### src/verilog/ao_bus_pkg.sv
// Always-on bus types
// OBI slave port and register-bus request/response structs

package ao_bus_pkg;

  // OBI request from the core
  typedef struct packed {
    logic        req;
    logic        we;
    logic [3:0]  be;
    logic [31:0] addr;
    logic [31:0] wdata;
  } obi_req_t;

  // OBI response, gnt and rvalid come in separate cycles
  typedef struct packed {
    logic        gnt;
    logic        rvalid;
    logic        err;
    logic [31:0] rdata;
  } obi_resp_t;

  // Register-bus request, held until ready
  typedef struct packed {
    logic        valid;
    logic        write;
    logic [3:0]  wstrb;
    logic [31:0] addr;
    logic [31:0] wdata;
  } reg_req_t;

  typedef struct packed {
    logic        ready;
    logic        error;
    logic [31:0] rdata;
  } reg_rsp_t;

endpackage

### src/verilog/ao_map_pkg.sv
// Always-on address map
// Target windows, target indices and register offsets

package ao_map_pkg;

  localparam logic [31:0] AO_BASE         = 32'h2000_0000;
  localparam int unsigned AO_TARGETS      = 4;
  localparam int unsigned AO_SEL_WIDTH    = 2;
  localparam logic [31:0] AO_TARGET_SPAN  = 32'h0000_1000;
  localparam int unsigned AO_OFFSET_WIDTH = $clog2(AO_TARGET_SPAN);
  localparam logic [31:0] AO_END          = AO_BASE + AO_TARGETS * AO_TARGET_SPAN;

  localparam int unsigned SOC_CTRL_IDX   = 0;
  localparam int unsigned FAST_INTR_IDX  = 1;
  localparam int unsigned TIMER_IDX      = 2;
  localparam int unsigned EXT_PERIPH_IDX = 3;

  // SoC control
  localparam logic [AO_OFFSET_WIDTH-1:0] EXIT_VALID  = 12'h000;
  localparam logic [AO_OFFSET_WIDTH-1:0] EXIT_VALUE  = 12'h004;
  localparam logic [AO_OFFSET_WIDTH-1:0] BOOT_STRAPS = 12'h008;

  // Fast interrupt controller
  localparam logic [AO_OFFSET_WIDTH-1:0] FI_PENDING = 12'h000;
  localparam logic [AO_OFFSET_WIDTH-1:0] FI_ENABLE  = 12'h004;
  localparam int unsigned FAST_INTR_NUM = 15;

  // Timer
  localparam logic [AO_OFFSET_WIDTH-1:0] TMR_COUNT    = 12'h000;
  localparam logic [AO_OFFSET_WIDTH-1:0] TMR_PRESCALE = 12'h004;
  localparam logic [AO_OFFSET_WIDTH-1:0] TMR_CMP0     = 12'h008;
  localparam logic [AO_OFFSET_WIDTH-1:0] TMR_CMP1     = 12'h00C;
  localparam logic [AO_OFFSET_WIDTH-1:0] TMR_CTRL     = 12'h010;
  localparam int unsigned TMR_CTRL_CMP0_EN = 0;
  localparam int unsigned TMR_CTRL_CMP1_EN = 1;

endpackage

### src/verilog/ao_peripheral_subsystem.sv
// Always-on peripheral subsystem
// OBI slave port into SoC control, fast interrupts, timer and an external port

`timescale 1ns/10ps

module ao_peripheral_subsystem (
  input  logic                                 clk_i,
  input  logic                                 rst_n_i,

  input  ao_bus_pkg::obi_req_t                 slave_req_i,
  output ao_bus_pkg::obi_resp_t                slave_resp_o,

  input  logic                                 boot_select_i,
  input  logic                                 execute_from_flash_i,
  output logic                                 exit_valid_o,
  output logic [31:0]                          exit_value_o,

  input  logic [ao_map_pkg::FAST_INTR_NUM-1:0] fast_intr_i,
  output logic [ao_map_pkg::FAST_INTR_NUM-1:0] fast_intr_o,

  output logic                                 timer_0_intr_o,
  output logic                                 timer_1_intr_o,

  output ao_bus_pkg::reg_req_t                 ext_periph_req_o,
  input  ao_bus_pkg::reg_rsp_t                 ext_periph_rsp_i
);

  import ao_bus_pkg::*;
  import ao_map_pkg::*;

  reg_req_t                  periph_req;
  reg_rsp_t                  periph_rsp;
  reg_req_t [AO_TARGETS-1:0] tgt_req;
  reg_rsp_t [AO_TARGETS-1:0] tgt_rsp;

  obi_to_reg_bridge bridge_i (
    .clk_i,
    .rst_n_i,
    .obi_req_i  (slave_req_i),
    .obi_resp_o (slave_resp_o),
    .reg_req_o  (periph_req),
    .reg_rsp_i  (periph_rsp)
  );

  ao_reg_demux demux_i (
    .req_i     (periph_req),
    .rsp_o     (periph_rsp),
    .tgt_req_o (tgt_req),
    .tgt_rsp_i (tgt_rsp)
  );

  soc_ctrl soc_ctrl_i (
    .clk_i,
    .rst_n_i,
    .reg_req_i (tgt_req[SOC_CTRL_IDX]),
    .reg_rsp_o (tgt_rsp[SOC_CTRL_IDX]),
    .boot_select_i,
    .execute_from_flash_i,
    .exit_valid_o,
    .exit_value_o
  );

  fast_intr_ctrl fast_intr_ctrl_i (
    .clk_i,
    .rst_n_i,
    .reg_req_i (tgt_req[FAST_INTR_IDX]),
    .reg_rsp_o (tgt_rsp[FAST_INTR_IDX]),
    .fast_intr_i,
    .fast_intr_o
  );

  ao_timer timer_i (
    .clk_i,
    .rst_n_i,
    .reg_req_i (tgt_req[TIMER_IDX]),
    .reg_rsp_o (tgt_rsp[TIMER_IDX]),
    .timer_0_intr_o,
    .timer_1_intr_o
  );

  // External window leaves the subsystem as is
  assign ext_periph_req_o        = tgt_req[EXT_PERIPH_IDX];
  assign tgt_rsp[EXT_PERIPH_IDX] = ext_periph_rsp_i;

endmodule

### src/verilog/ao_reg_demux.sv
// Register-bus address decoder and demultiplexer
// Routes one request to the always-on targets, answers misses with an error

`timescale 1ns/10ps

module ao_reg_demux (
  input  ao_bus_pkg::reg_req_t                            req_i,
  output ao_bus_pkg::reg_rsp_t                            rsp_o,
  output ao_bus_pkg::reg_req_t [ao_map_pkg::AO_TARGETS-1:0] tgt_req_o,
  input  ao_bus_pkg::reg_rsp_t [ao_map_pkg::AO_TARGETS-1:0] tgt_rsp_i
);

  import ao_map_pkg::*;

  logic                    hit;
  logic [AO_SEL_WIDTH-1:0] sel;
  logic [AO_TARGETS-1:0]   tgt_valid;

  // Windows are contiguous, so the index is just the bits above the offset
  assign hit = (req_i.addr >= AO_BASE) && (req_i.addr < AO_END);
  assign sel = req_i.addr[AO_OFFSET_WIDTH +: AO_SEL_WIDTH];

  always_comb begin
    for (int i = 0; i < AO_TARGETS; i++) begin
      tgt_req_o[i]       = req_i;
      tgt_req_o[i].valid = req_i.valid && hit && (sel == AO_SEL_WIDTH'(i));
      tgt_valid[i]       = tgt_req_o[i].valid;
    end
  end

  always_comb begin
    if (hit) begin
      rsp_o = tgt_rsp_i[sel];
    end else begin
      // Decode error, answered here without wait
      rsp_o.ready = 1'b1;
      rsp_o.error = 1'b1;
      rsp_o.rdata = '0;
    end
  end

  // Fan-out must never address two targets at once
  always_comb begin
    one_target_a: assert ($onehot0(tgt_valid))
      else $error("more than one target selected");
  end

endmodule

### src/verilog/ao_timer.sv
// Always-on timer
// Prescaled 32-bit counter with two compare interrupts

`timescale 1ns/10ps

module ao_timer (
  input  logic                 clk_i,
  input  logic                 rst_n_i,
  input  ao_bus_pkg::reg_req_t reg_req_i,
  output ao_bus_pkg::reg_rsp_t reg_rsp_o,
  output logic                 timer_0_intr_o,
  output logic                 timer_1_intr_o
);

  import ao_map_pkg::*;

  logic [AO_OFFSET_WIDTH-1:0] offset;
  logic                       wr_en;
  logic                       tick;
  logic [31:0]                presc_cnt_q;
  logic [31:0]                prescale_q;
  logic [31:0]                count_q;
  logic [31:0]                cmp0_q;
  logic [31:0]                cmp1_q;
  logic [1:0]                 ctrl_d;
  logic [1:0]                 ctrl_q;
  logic                       intr0_q;
  logic                       intr1_q;

  assign offset = reg_req_i.addr[AO_OFFSET_WIDTH-1:0];
  assign wr_en  = reg_req_i.valid && reg_req_i.write;

  // One count step per (prescale + 1) cycles
  assign tick   = (presc_cnt_q >= prescale_q);
  assign ctrl_d = (wr_en && offset == TMR_CTRL) ? reg_req_i.wdata[1:0] : ctrl_q;

  always_ff @(posedge clk_i) begin
    if (!rst_n_i) begin
      presc_cnt_q <= '0;
      prescale_q  <= '0;
      count_q     <= '0;
      cmp0_q      <= '0;
      cmp1_q      <= '0;
      ctrl_q      <= '0;
      intr0_q     <= 1'b0;
      intr1_q     <= 1'b0;
    end else begin
      presc_cnt_q <= tick ? '0 : presc_cnt_q + 32'd1;
      ctrl_q      <= ctrl_d;
      if (wr_en && offset == TMR_COUNT) begin
        count_q <= reg_req_i.wdata;
      end else if (tick) begin
        count_q <= count_q + 32'd1;
      end
      if (wr_en && offset == TMR_PRESCALE) prescale_q <= reg_req_i.wdata;
      if (wr_en && offset == TMR_CMP0) cmp0_q <= reg_req_i.wdata;
      if (wr_en && offset == TMR_CMP1) cmp1_q <= reg_req_i.wdata;
      // Level interrupts, dropped as soon as the enable goes away
      intr0_q <= ctrl_d[TMR_CTRL_CMP0_EN] && (count_q >= cmp0_q);
      intr1_q <= ctrl_d[TMR_CTRL_CMP1_EN] && (count_q >= cmp1_q);
    end
  end

  always_comb begin
    reg_rsp_o.ready = 1'b1;
    reg_rsp_o.error = 1'b0;
    case (offset)
      TMR_COUNT:    reg_rsp_o.rdata = count_q;
      TMR_PRESCALE: reg_rsp_o.rdata = prescale_q;
      TMR_CMP0:     reg_rsp_o.rdata = cmp0_q;
      TMR_CMP1:     reg_rsp_o.rdata = cmp1_q;
      TMR_CTRL:     reg_rsp_o.rdata = {30'b0, ctrl_q};
      default:      reg_rsp_o.rdata = '0;
    endcase
  end

  assign timer_0_intr_o = intr0_q;
  assign timer_1_intr_o = intr1_q;

  intr0_en_a: assert property (@(posedge clk_i) disable iff (!rst_n_i)
    timer_0_intr_o |-> ctrl_q[TMR_CTRL_CMP0_EN]);
  intr1_en_a: assert property (@(posedge clk_i) disable iff (!rst_n_i)
    timer_1_intr_o |-> ctrl_q[TMR_CTRL_CMP1_EN]);

endmodule

### src/verilog/fast_intr_ctrl.sv
// Fast interrupt controller
// Latches interrupt pulses as pending and masks them with an enable register

`timescale 1ns/10ps

module fast_intr_ctrl (
  input  logic                                clk_i,
  input  logic                                rst_n_i,
  input  ao_bus_pkg::reg_req_t                reg_req_i,
  output ao_bus_pkg::reg_rsp_t                reg_rsp_o,
  input  logic [ao_map_pkg::FAST_INTR_NUM-1:0] fast_intr_i,
  output logic [ao_map_pkg::FAST_INTR_NUM-1:0] fast_intr_o
);

  import ao_map_pkg::*;

  logic [AO_OFFSET_WIDTH-1:0] offset;
  logic                       wr_en;
  logic [FAST_INTR_NUM-1:0]   clr;
  logic [FAST_INTR_NUM-1:0]   pending_d;
  logic [FAST_INTR_NUM-1:0]   pending_q;
  logic [FAST_INTR_NUM-1:0]   enable_d;
  logic [FAST_INTR_NUM-1:0]   enable_q;
  logic [FAST_INTR_NUM-1:0]   intr_q;

  assign offset = reg_req_i.addr[AO_OFFSET_WIDTH-1:0];
  assign wr_en  = reg_req_i.valid && reg_req_i.write;

  // Write one to clear, a new pulse in the same cycle wins
  assign clr       = (wr_en && offset == FI_PENDING) ? reg_req_i.wdata[FAST_INTR_NUM-1:0] : '0;
  assign pending_d = (pending_q & ~clr) | fast_intr_i;
  assign enable_d  = (wr_en && offset == FI_ENABLE) ? reg_req_i.wdata[FAST_INTR_NUM-1:0]
                                                    : enable_q;

  always_ff @(posedge clk_i) begin
    if (!rst_n_i) begin
      pending_q <= '0;
      enable_q  <= '0;
      intr_q    <= '0;
    end else begin
      pending_q <= pending_d;
      enable_q  <= enable_d;
      intr_q    <= pending_d & enable_d;
    end
  end

  always_comb begin
    reg_rsp_o.ready = 1'b1;
    reg_rsp_o.error = 1'b0;
    case (offset)
      FI_PENDING: reg_rsp_o.rdata = {{(32 - FAST_INTR_NUM){1'b0}}, pending_q};
      FI_ENABLE:  reg_rsp_o.rdata = {{(32 - FAST_INTR_NUM){1'b0}}, enable_q};
      default:    reg_rsp_o.rdata = '0;
    endcase
  end

  assign fast_intr_o = intr_q;

endmodule

### src/verilog/obi_to_reg_bridge.sv
// OBI to register-bus bridge
// Takes one OBI access at a time and replays it on the register bus

`timescale 1ns/10ps

module obi_to_reg_bridge (
  input  logic                  clk_i,
  input  logic                  rst_n_i,
  input  ao_bus_pkg::obi_req_t  obi_req_i,
  output ao_bus_pkg::obi_resp_t obi_resp_o,
  output ao_bus_pkg::reg_req_t  reg_req_o,
  input  ao_bus_pkg::reg_rsp_t  reg_rsp_i
);

  import ao_bus_pkg::*;

  typedef enum logic {IDLE, BUSY} state_e;

  state_e      state_q;
  obi_req_t    obi_q;
  logic        gnt;
  logic        rvalid_q;
  logic        err_q;
  logic [31:0] rdata_q;

  // Grant only when nothing is outstanding
  assign gnt = obi_req_i.req && (state_q == IDLE);

  always_ff @(posedge clk_i) begin
    if (!rst_n_i) begin
      state_q  <= IDLE;
      rvalid_q <= 1'b0;
    end else begin
      rvalid_q <= 1'b0;
      if (gnt) begin
        state_q <= BUSY;
      end else if (state_q == BUSY && reg_rsp_i.ready) begin
        state_q  <= IDLE;
        rvalid_q <= 1'b1;
      end
    end
  end

  always_ff @(posedge clk_i) begin
    if (gnt) begin
      obi_q <= obi_req_i;
    end
    if (state_q == BUSY && reg_rsp_i.ready) begin
      rdata_q <= reg_rsp_i.rdata;
      err_q   <= reg_rsp_i.error;
    end
  end

  always_comb begin
    reg_req_o.valid = (state_q == BUSY);
    reg_req_o.write = obi_q.we;
    reg_req_o.wstrb = obi_q.be;
    reg_req_o.addr  = obi_q.addr;
    reg_req_o.wdata = obi_q.wdata;

    obi_resp_o.gnt    = gnt;
    obi_resp_o.rvalid = rvalid_q;
    obi_resp_o.err    = err_q;
    obi_resp_o.rdata  = rdata_q;
  end

  req_stable_a: assert property (@(posedge clk_i) disable iff (!rst_n_i)
    reg_req_o.valid && !reg_rsp_i.ready |=> $stable(reg_req_o))
    else $error("register request changed while waiting for ready");

endmodule

### src/verilog/soc_ctrl.sv
// SoC control registers
// Exit value and exit flag for the software, boot strap readback

`timescale 1ns/10ps

module soc_ctrl (
  input  logic                 clk_i,
  input  logic                 rst_n_i,
  input  ao_bus_pkg::reg_req_t reg_req_i,
  output ao_bus_pkg::reg_rsp_t reg_rsp_o,
  input  logic                 boot_select_i,
  input  logic                 execute_from_flash_i,
  output logic                 exit_valid_o,
  output logic [31:0]          exit_value_o
);

  import ao_map_pkg::*;

  logic [AO_OFFSET_WIDTH-1:0] offset;
  logic                       wr_en;
  logic                       exit_valid_q;
  logic [31:0]                exit_value_q;

  assign offset = reg_req_i.addr[AO_OFFSET_WIDTH-1:0];
  assign wr_en  = reg_req_i.valid && reg_req_i.write;

  always_ff @(posedge clk_i) begin
    if (!rst_n_i) begin
      exit_valid_q <= 1'b0;
      exit_value_q <= '0;
    end else if (wr_en) begin
      if (offset == EXIT_VALID && reg_req_i.wstrb[0]) begin
        exit_valid_q <= reg_req_i.wdata[0];
      end
      if (offset == EXIT_VALUE) begin
        for (int b = 0; b < 4; b++) begin
          if (reg_req_i.wstrb[b]) begin
            exit_value_q[8*b +: 8] <= reg_req_i.wdata[8*b +: 8];
          end
        end
      end
    end
  end

  always_comb begin
    reg_rsp_o.ready = 1'b1;
    reg_rsp_o.error = 1'b0;
    case (offset)
      EXIT_VALID:  reg_rsp_o.rdata = {31'b0, exit_valid_q};
      EXIT_VALUE:  reg_rsp_o.rdata = exit_value_q;
      BOOT_STRAPS: reg_rsp_o.rdata = {30'b0, execute_from_flash_i, boot_select_i};
      default:     reg_rsp_o.rdata = '0;
    endcase
  end

  assign exit_valid_o = exit_valid_q;
  assign exit_value_o = exit_value_q;

endmodule
### config.mk
export PLATFORM = sky130hd
export DESIGN_NAME = ao_peripheral_subsystem
export DESIGN_NICKNAME = d
export VERILOG_FILES = /design/src/verilog/ao_bus_pkg.sv /design/src/verilog/ao_map_pkg.sv /design/src/verilog/ao_peripheral_subsystem.sv /design/src/verilog/ao_reg_demux.sv /design/src/verilog/ao_timer.sv /design/src/verilog/fast_intr_ctrl.sv /design/src/verilog/obi_to_reg_bridge.sv /design/src/verilog/soc_ctrl.sv
export SDC_FILE = /design/constraint.sdc
export NUM_CORES = 1
export LEC_CHECK = 0
export ABC_CLOCK_PERIOD_IN_PS = 3030
export BUFFER_PORTS_ARGS = -buffer_cell sky130_fd_sc_hd__buf_2
export CAP_MARGIN = 15
export CELL_PAD_IN_SITES_DETAIL_PLACEMENT = 0
export CELL_PAD_IN_SITES_GLOBAL_PLACEMENT = 2
export CORE_ASPECT_RATIO = 1.5
export CORE_MARGIN = 5
export CORE_UTILIZATION = 23
export CTS_CLUSTER_SIZE = 24
export DETAILED_ROUTE_END_ITERATION = 10
export GPL_ROUTABILITY_DRIVEN = 0
export MAX_ROUTING_LAYER = met4
export PLACE_DENSITY_LB_ADDON = 0.1
export SYNTH_ARGS = -nofsm -noshare
export SYNTH_HDL_FRONTEND = slang
export SYNTH_HIERARCHICAL = 1
export SYNTH_SLANG_ARGS = --single-unit
### constraint.sdc
create_clock -name clk_i -period 3.03 [get_ports clk_i]
set_input_delay 0.606 -clock clk_i [delete_from_list [all_inputs] [get_ports clk_i]]
set_output_delay 0.606 -clock clk_i [all_outputs]
set_load 0.05 [all_outputs]
==> results.yml <==
outcome:
  outcome: "completed"
finish:
  stdcell_area_um2: 23000
  finish.net_count: 2436
  drive_gt1_share_pct: 22.5
  area_delta_synth_final_pct: 15.0
run:
  max-cap-violations: 0
sta:
  hold_viol_final: 0
  finalSetupTns_ps: 0
  rsz0062_at_grt: "no"
  relSlewSlack_pct: 56.3
  fin_ws_ps: 121
  tightest_slew_ps: 656
  finalSetupViolations: 0
  fmaxAchievable_mhz: 344
  fin_crit_sh_pct: 96.0
  final.min_clock_period_ps: 2910
  drv_slew: 0
  fin_worst_skew_ps: 12.6
placement:
  port_buffers: 277
  dpl_cell_area_um2: 21500
  hpwl_mm: 57.5
  post-place-ws_ps: -134
worst_setup_path:
  critPathLaunchType: "register"
  timing.rr.end: "bridge_i/rdata_q[23]"
  required_ps: 2420
  endpoint_kind: "output pin"
  worstPathMaxFanout: 14
  worstRegToRegCells: 8
  regToRegSetupSlack_ps: 140
  r2r_start: "bridge_i/reg_req_o[32]"
  path_class: "reg -> out"
  worst_ep_arrival_time_ps: 2300
route:
  wl_per_cell_um: 22.7
  postRouteWirelength_mm: 76.9
  via_per_inst: 4.58
  met2WireLength_mm: 38.0
  postRouteAntennaNets: 0
  wl_met3_mm: 3.03
  drt-initial-drc-count: 708
  drc: 0
  num_vias: 15500
  met1Wirelength_mm: 33.1
  firstDrtPassIters: 5
  top_layer_used: "met4"
floorplanning:
  coreArea_um2: 86400
  io_pins: 278
  die_h_um: 371
  rows: 132
  fp.dieW_um: 251
  die_area_um2: 93000
  start_util_pct: 23.1
clocking:
  clk_path_buf_depth: 3
  cts-buffers-inserted: 42
  clock_latency_ps: 590
  htree_levels: 2
  clk_pin_slew_ps: 60
  ctsHoldBuffers: 0
  cts_tree: "done"
  clkSinkCount: 346
  clockRootBuffer: "clkbuf_16"
worst_hold_path:
  min_to: "bridge_i/reg_req_o[13]"
  hold_path.class: "in -> reg"
  min-delay-start: "slave_req_i[13]"
  whs_path_depth: 1
global_route:
  grt_max_degree: 70
  antenna_found_initial: 0
  grt-ovfl-total: 0
  grt_pass1_wl_mm: 112
  grt_pass1_vias: 15900
  grt_usage_pct: 16.5
power:
  peakVddDrop_mv: 0.358
  power_leakage_nw: 8.89
  powerDensity_nw_per_um2: 489
synth:
  netlist_instances: 2119
  syn_avg_cell_area_um2: 9.43
  syn_area_um2: 20000
  yosysWarningCount: 6
## how the worst max path moves through the flow
stage / endpoint / slack (ps) / startpoint / cells after the start
after floorplan: ext_periph_req_o[69] / 550 / bridge_i/reg_req_o[60] / 4
after global placement: timer_i/timer_0_intr_o / -130 / timer_i/count_q[0] / 9
after detailed placement: timer_i/timer_0_intr_o / -130 / timer_i/count_q[0] / 9
after CTS: ext_periph_req_o[69] / 20 / bridge_i/reg_req_o[54] / 6
after global routing: ext_periph_req_o[69] / 8 / bridge_i/reg_req_o[47] / 6
final: ext_periph_req_o[69] / 120 / bridge_i/reg_req_o[47] / 6
## worst max-delay path, cell delays in order, from the launching register on
cell      delay (ps)
edfxtp_1         430
nor4_4           330
nand3_2          170
buf_6            170
buf_6            160
nor4_4           270
buf_12           180
## layout make-up
type                       instances  area [um^2]
antenna                            1         2.50
clock buffer                      53         1120
clock inverter                    25          293
fill                            9208        63400
inverter                         106          398
multi-input combinational       1350         9540
sequential                       346         7950
tap                             1139         1430
timing repair buffer             369         2270
## routing by layer
layer  vias up  GRT usage (%)
met3       103           2.43
met1      7614           19.9
met2       364           28.3
li1       7429              -
met4         0           5.54
met5         -              -
## registers in the layout, indices dropped and copies added, names as in the netlist
signal	flops
timer_i/cmp0_q	32
timer_i/prescale_q	32
fast_intr_ctrl_i/pending_q	15
bridge_i/state_q	1
bridge_i/rvalid_q	1
bridge_i/reg_req_o	69
timer_i/presc_cnt_q	32
timer_i/count_q	32
timer_i/timer_0_intr_o	1
timer_i/timer_1_intr_o	1
soc_ctrl_i/exit_valid_o	1
timer_i/cmp1_q	32
bridge_i/rdata_q	32
fast_intr_ctrl_i/fast_intr_o	15
timer_i/ctrl_q	2
fast_intr_ctrl_i/enable_q	15
soc_ctrl_i/exit_value_o	32
bridge_i/err_q	1
## what timing repair did
action | in CTS | in global routing
buffers inserted | 2 | 1
endpoints found under the setup margin | 3 | 5
pin swaps | 4 | 4
resized for setup | 10 | 3
gates cloned | 0 | 0
## per-stage QoR
step / hold WS [ps] / util, % / std cells / total power [mW]
final: 194 / 26.6 / 3389 / 11.2
after global routing: 159 / 26.6 / 3388 / 11.7
after CTS: 144 / 26.6 / 3387 / 11.5
after detailed placement: 462 / 24.9 / 3307 / 5.98
after global placement: 454 / 24.9 / 3307 / 5.98
after floorplan: 443 / - / 2136 / 5.81
## power by group
| group | internal, mW | total, mW | switching (mW) | leakage, nW |
|---|---|---|---|---|
| combinational | 0.272 | 0.850 | 0.577 | 5.22 |
| clock | 3.15 | 5.37 | 2.22 | 0.696 |
| sequential | 4.87 | 5.02 | 0.145 | 2.97 |
## placed cells by master, fill, tap and decap left out, drive strengths merged, types with 18 or more instances in the layout
master / count
a31oi: 19
edfxtp: 102
inv: 109
buf: 369
conb: 23
mux4: 34
o221a: 30
nand2b: 18
mux2i: 76
a21boi: 96
clkbuf: 53
nand3: 55
nand4: 26
a21o: 19
nor3: 31
o21ai: 71
and2: 36
and3: 25
nor2: 72
xor2: 21
nand2: 357
ha: 98
a22oi: 21
a21oi: 28
nor3b: 35
dfxtp: 244
Power figures use the tool's default switching activity.
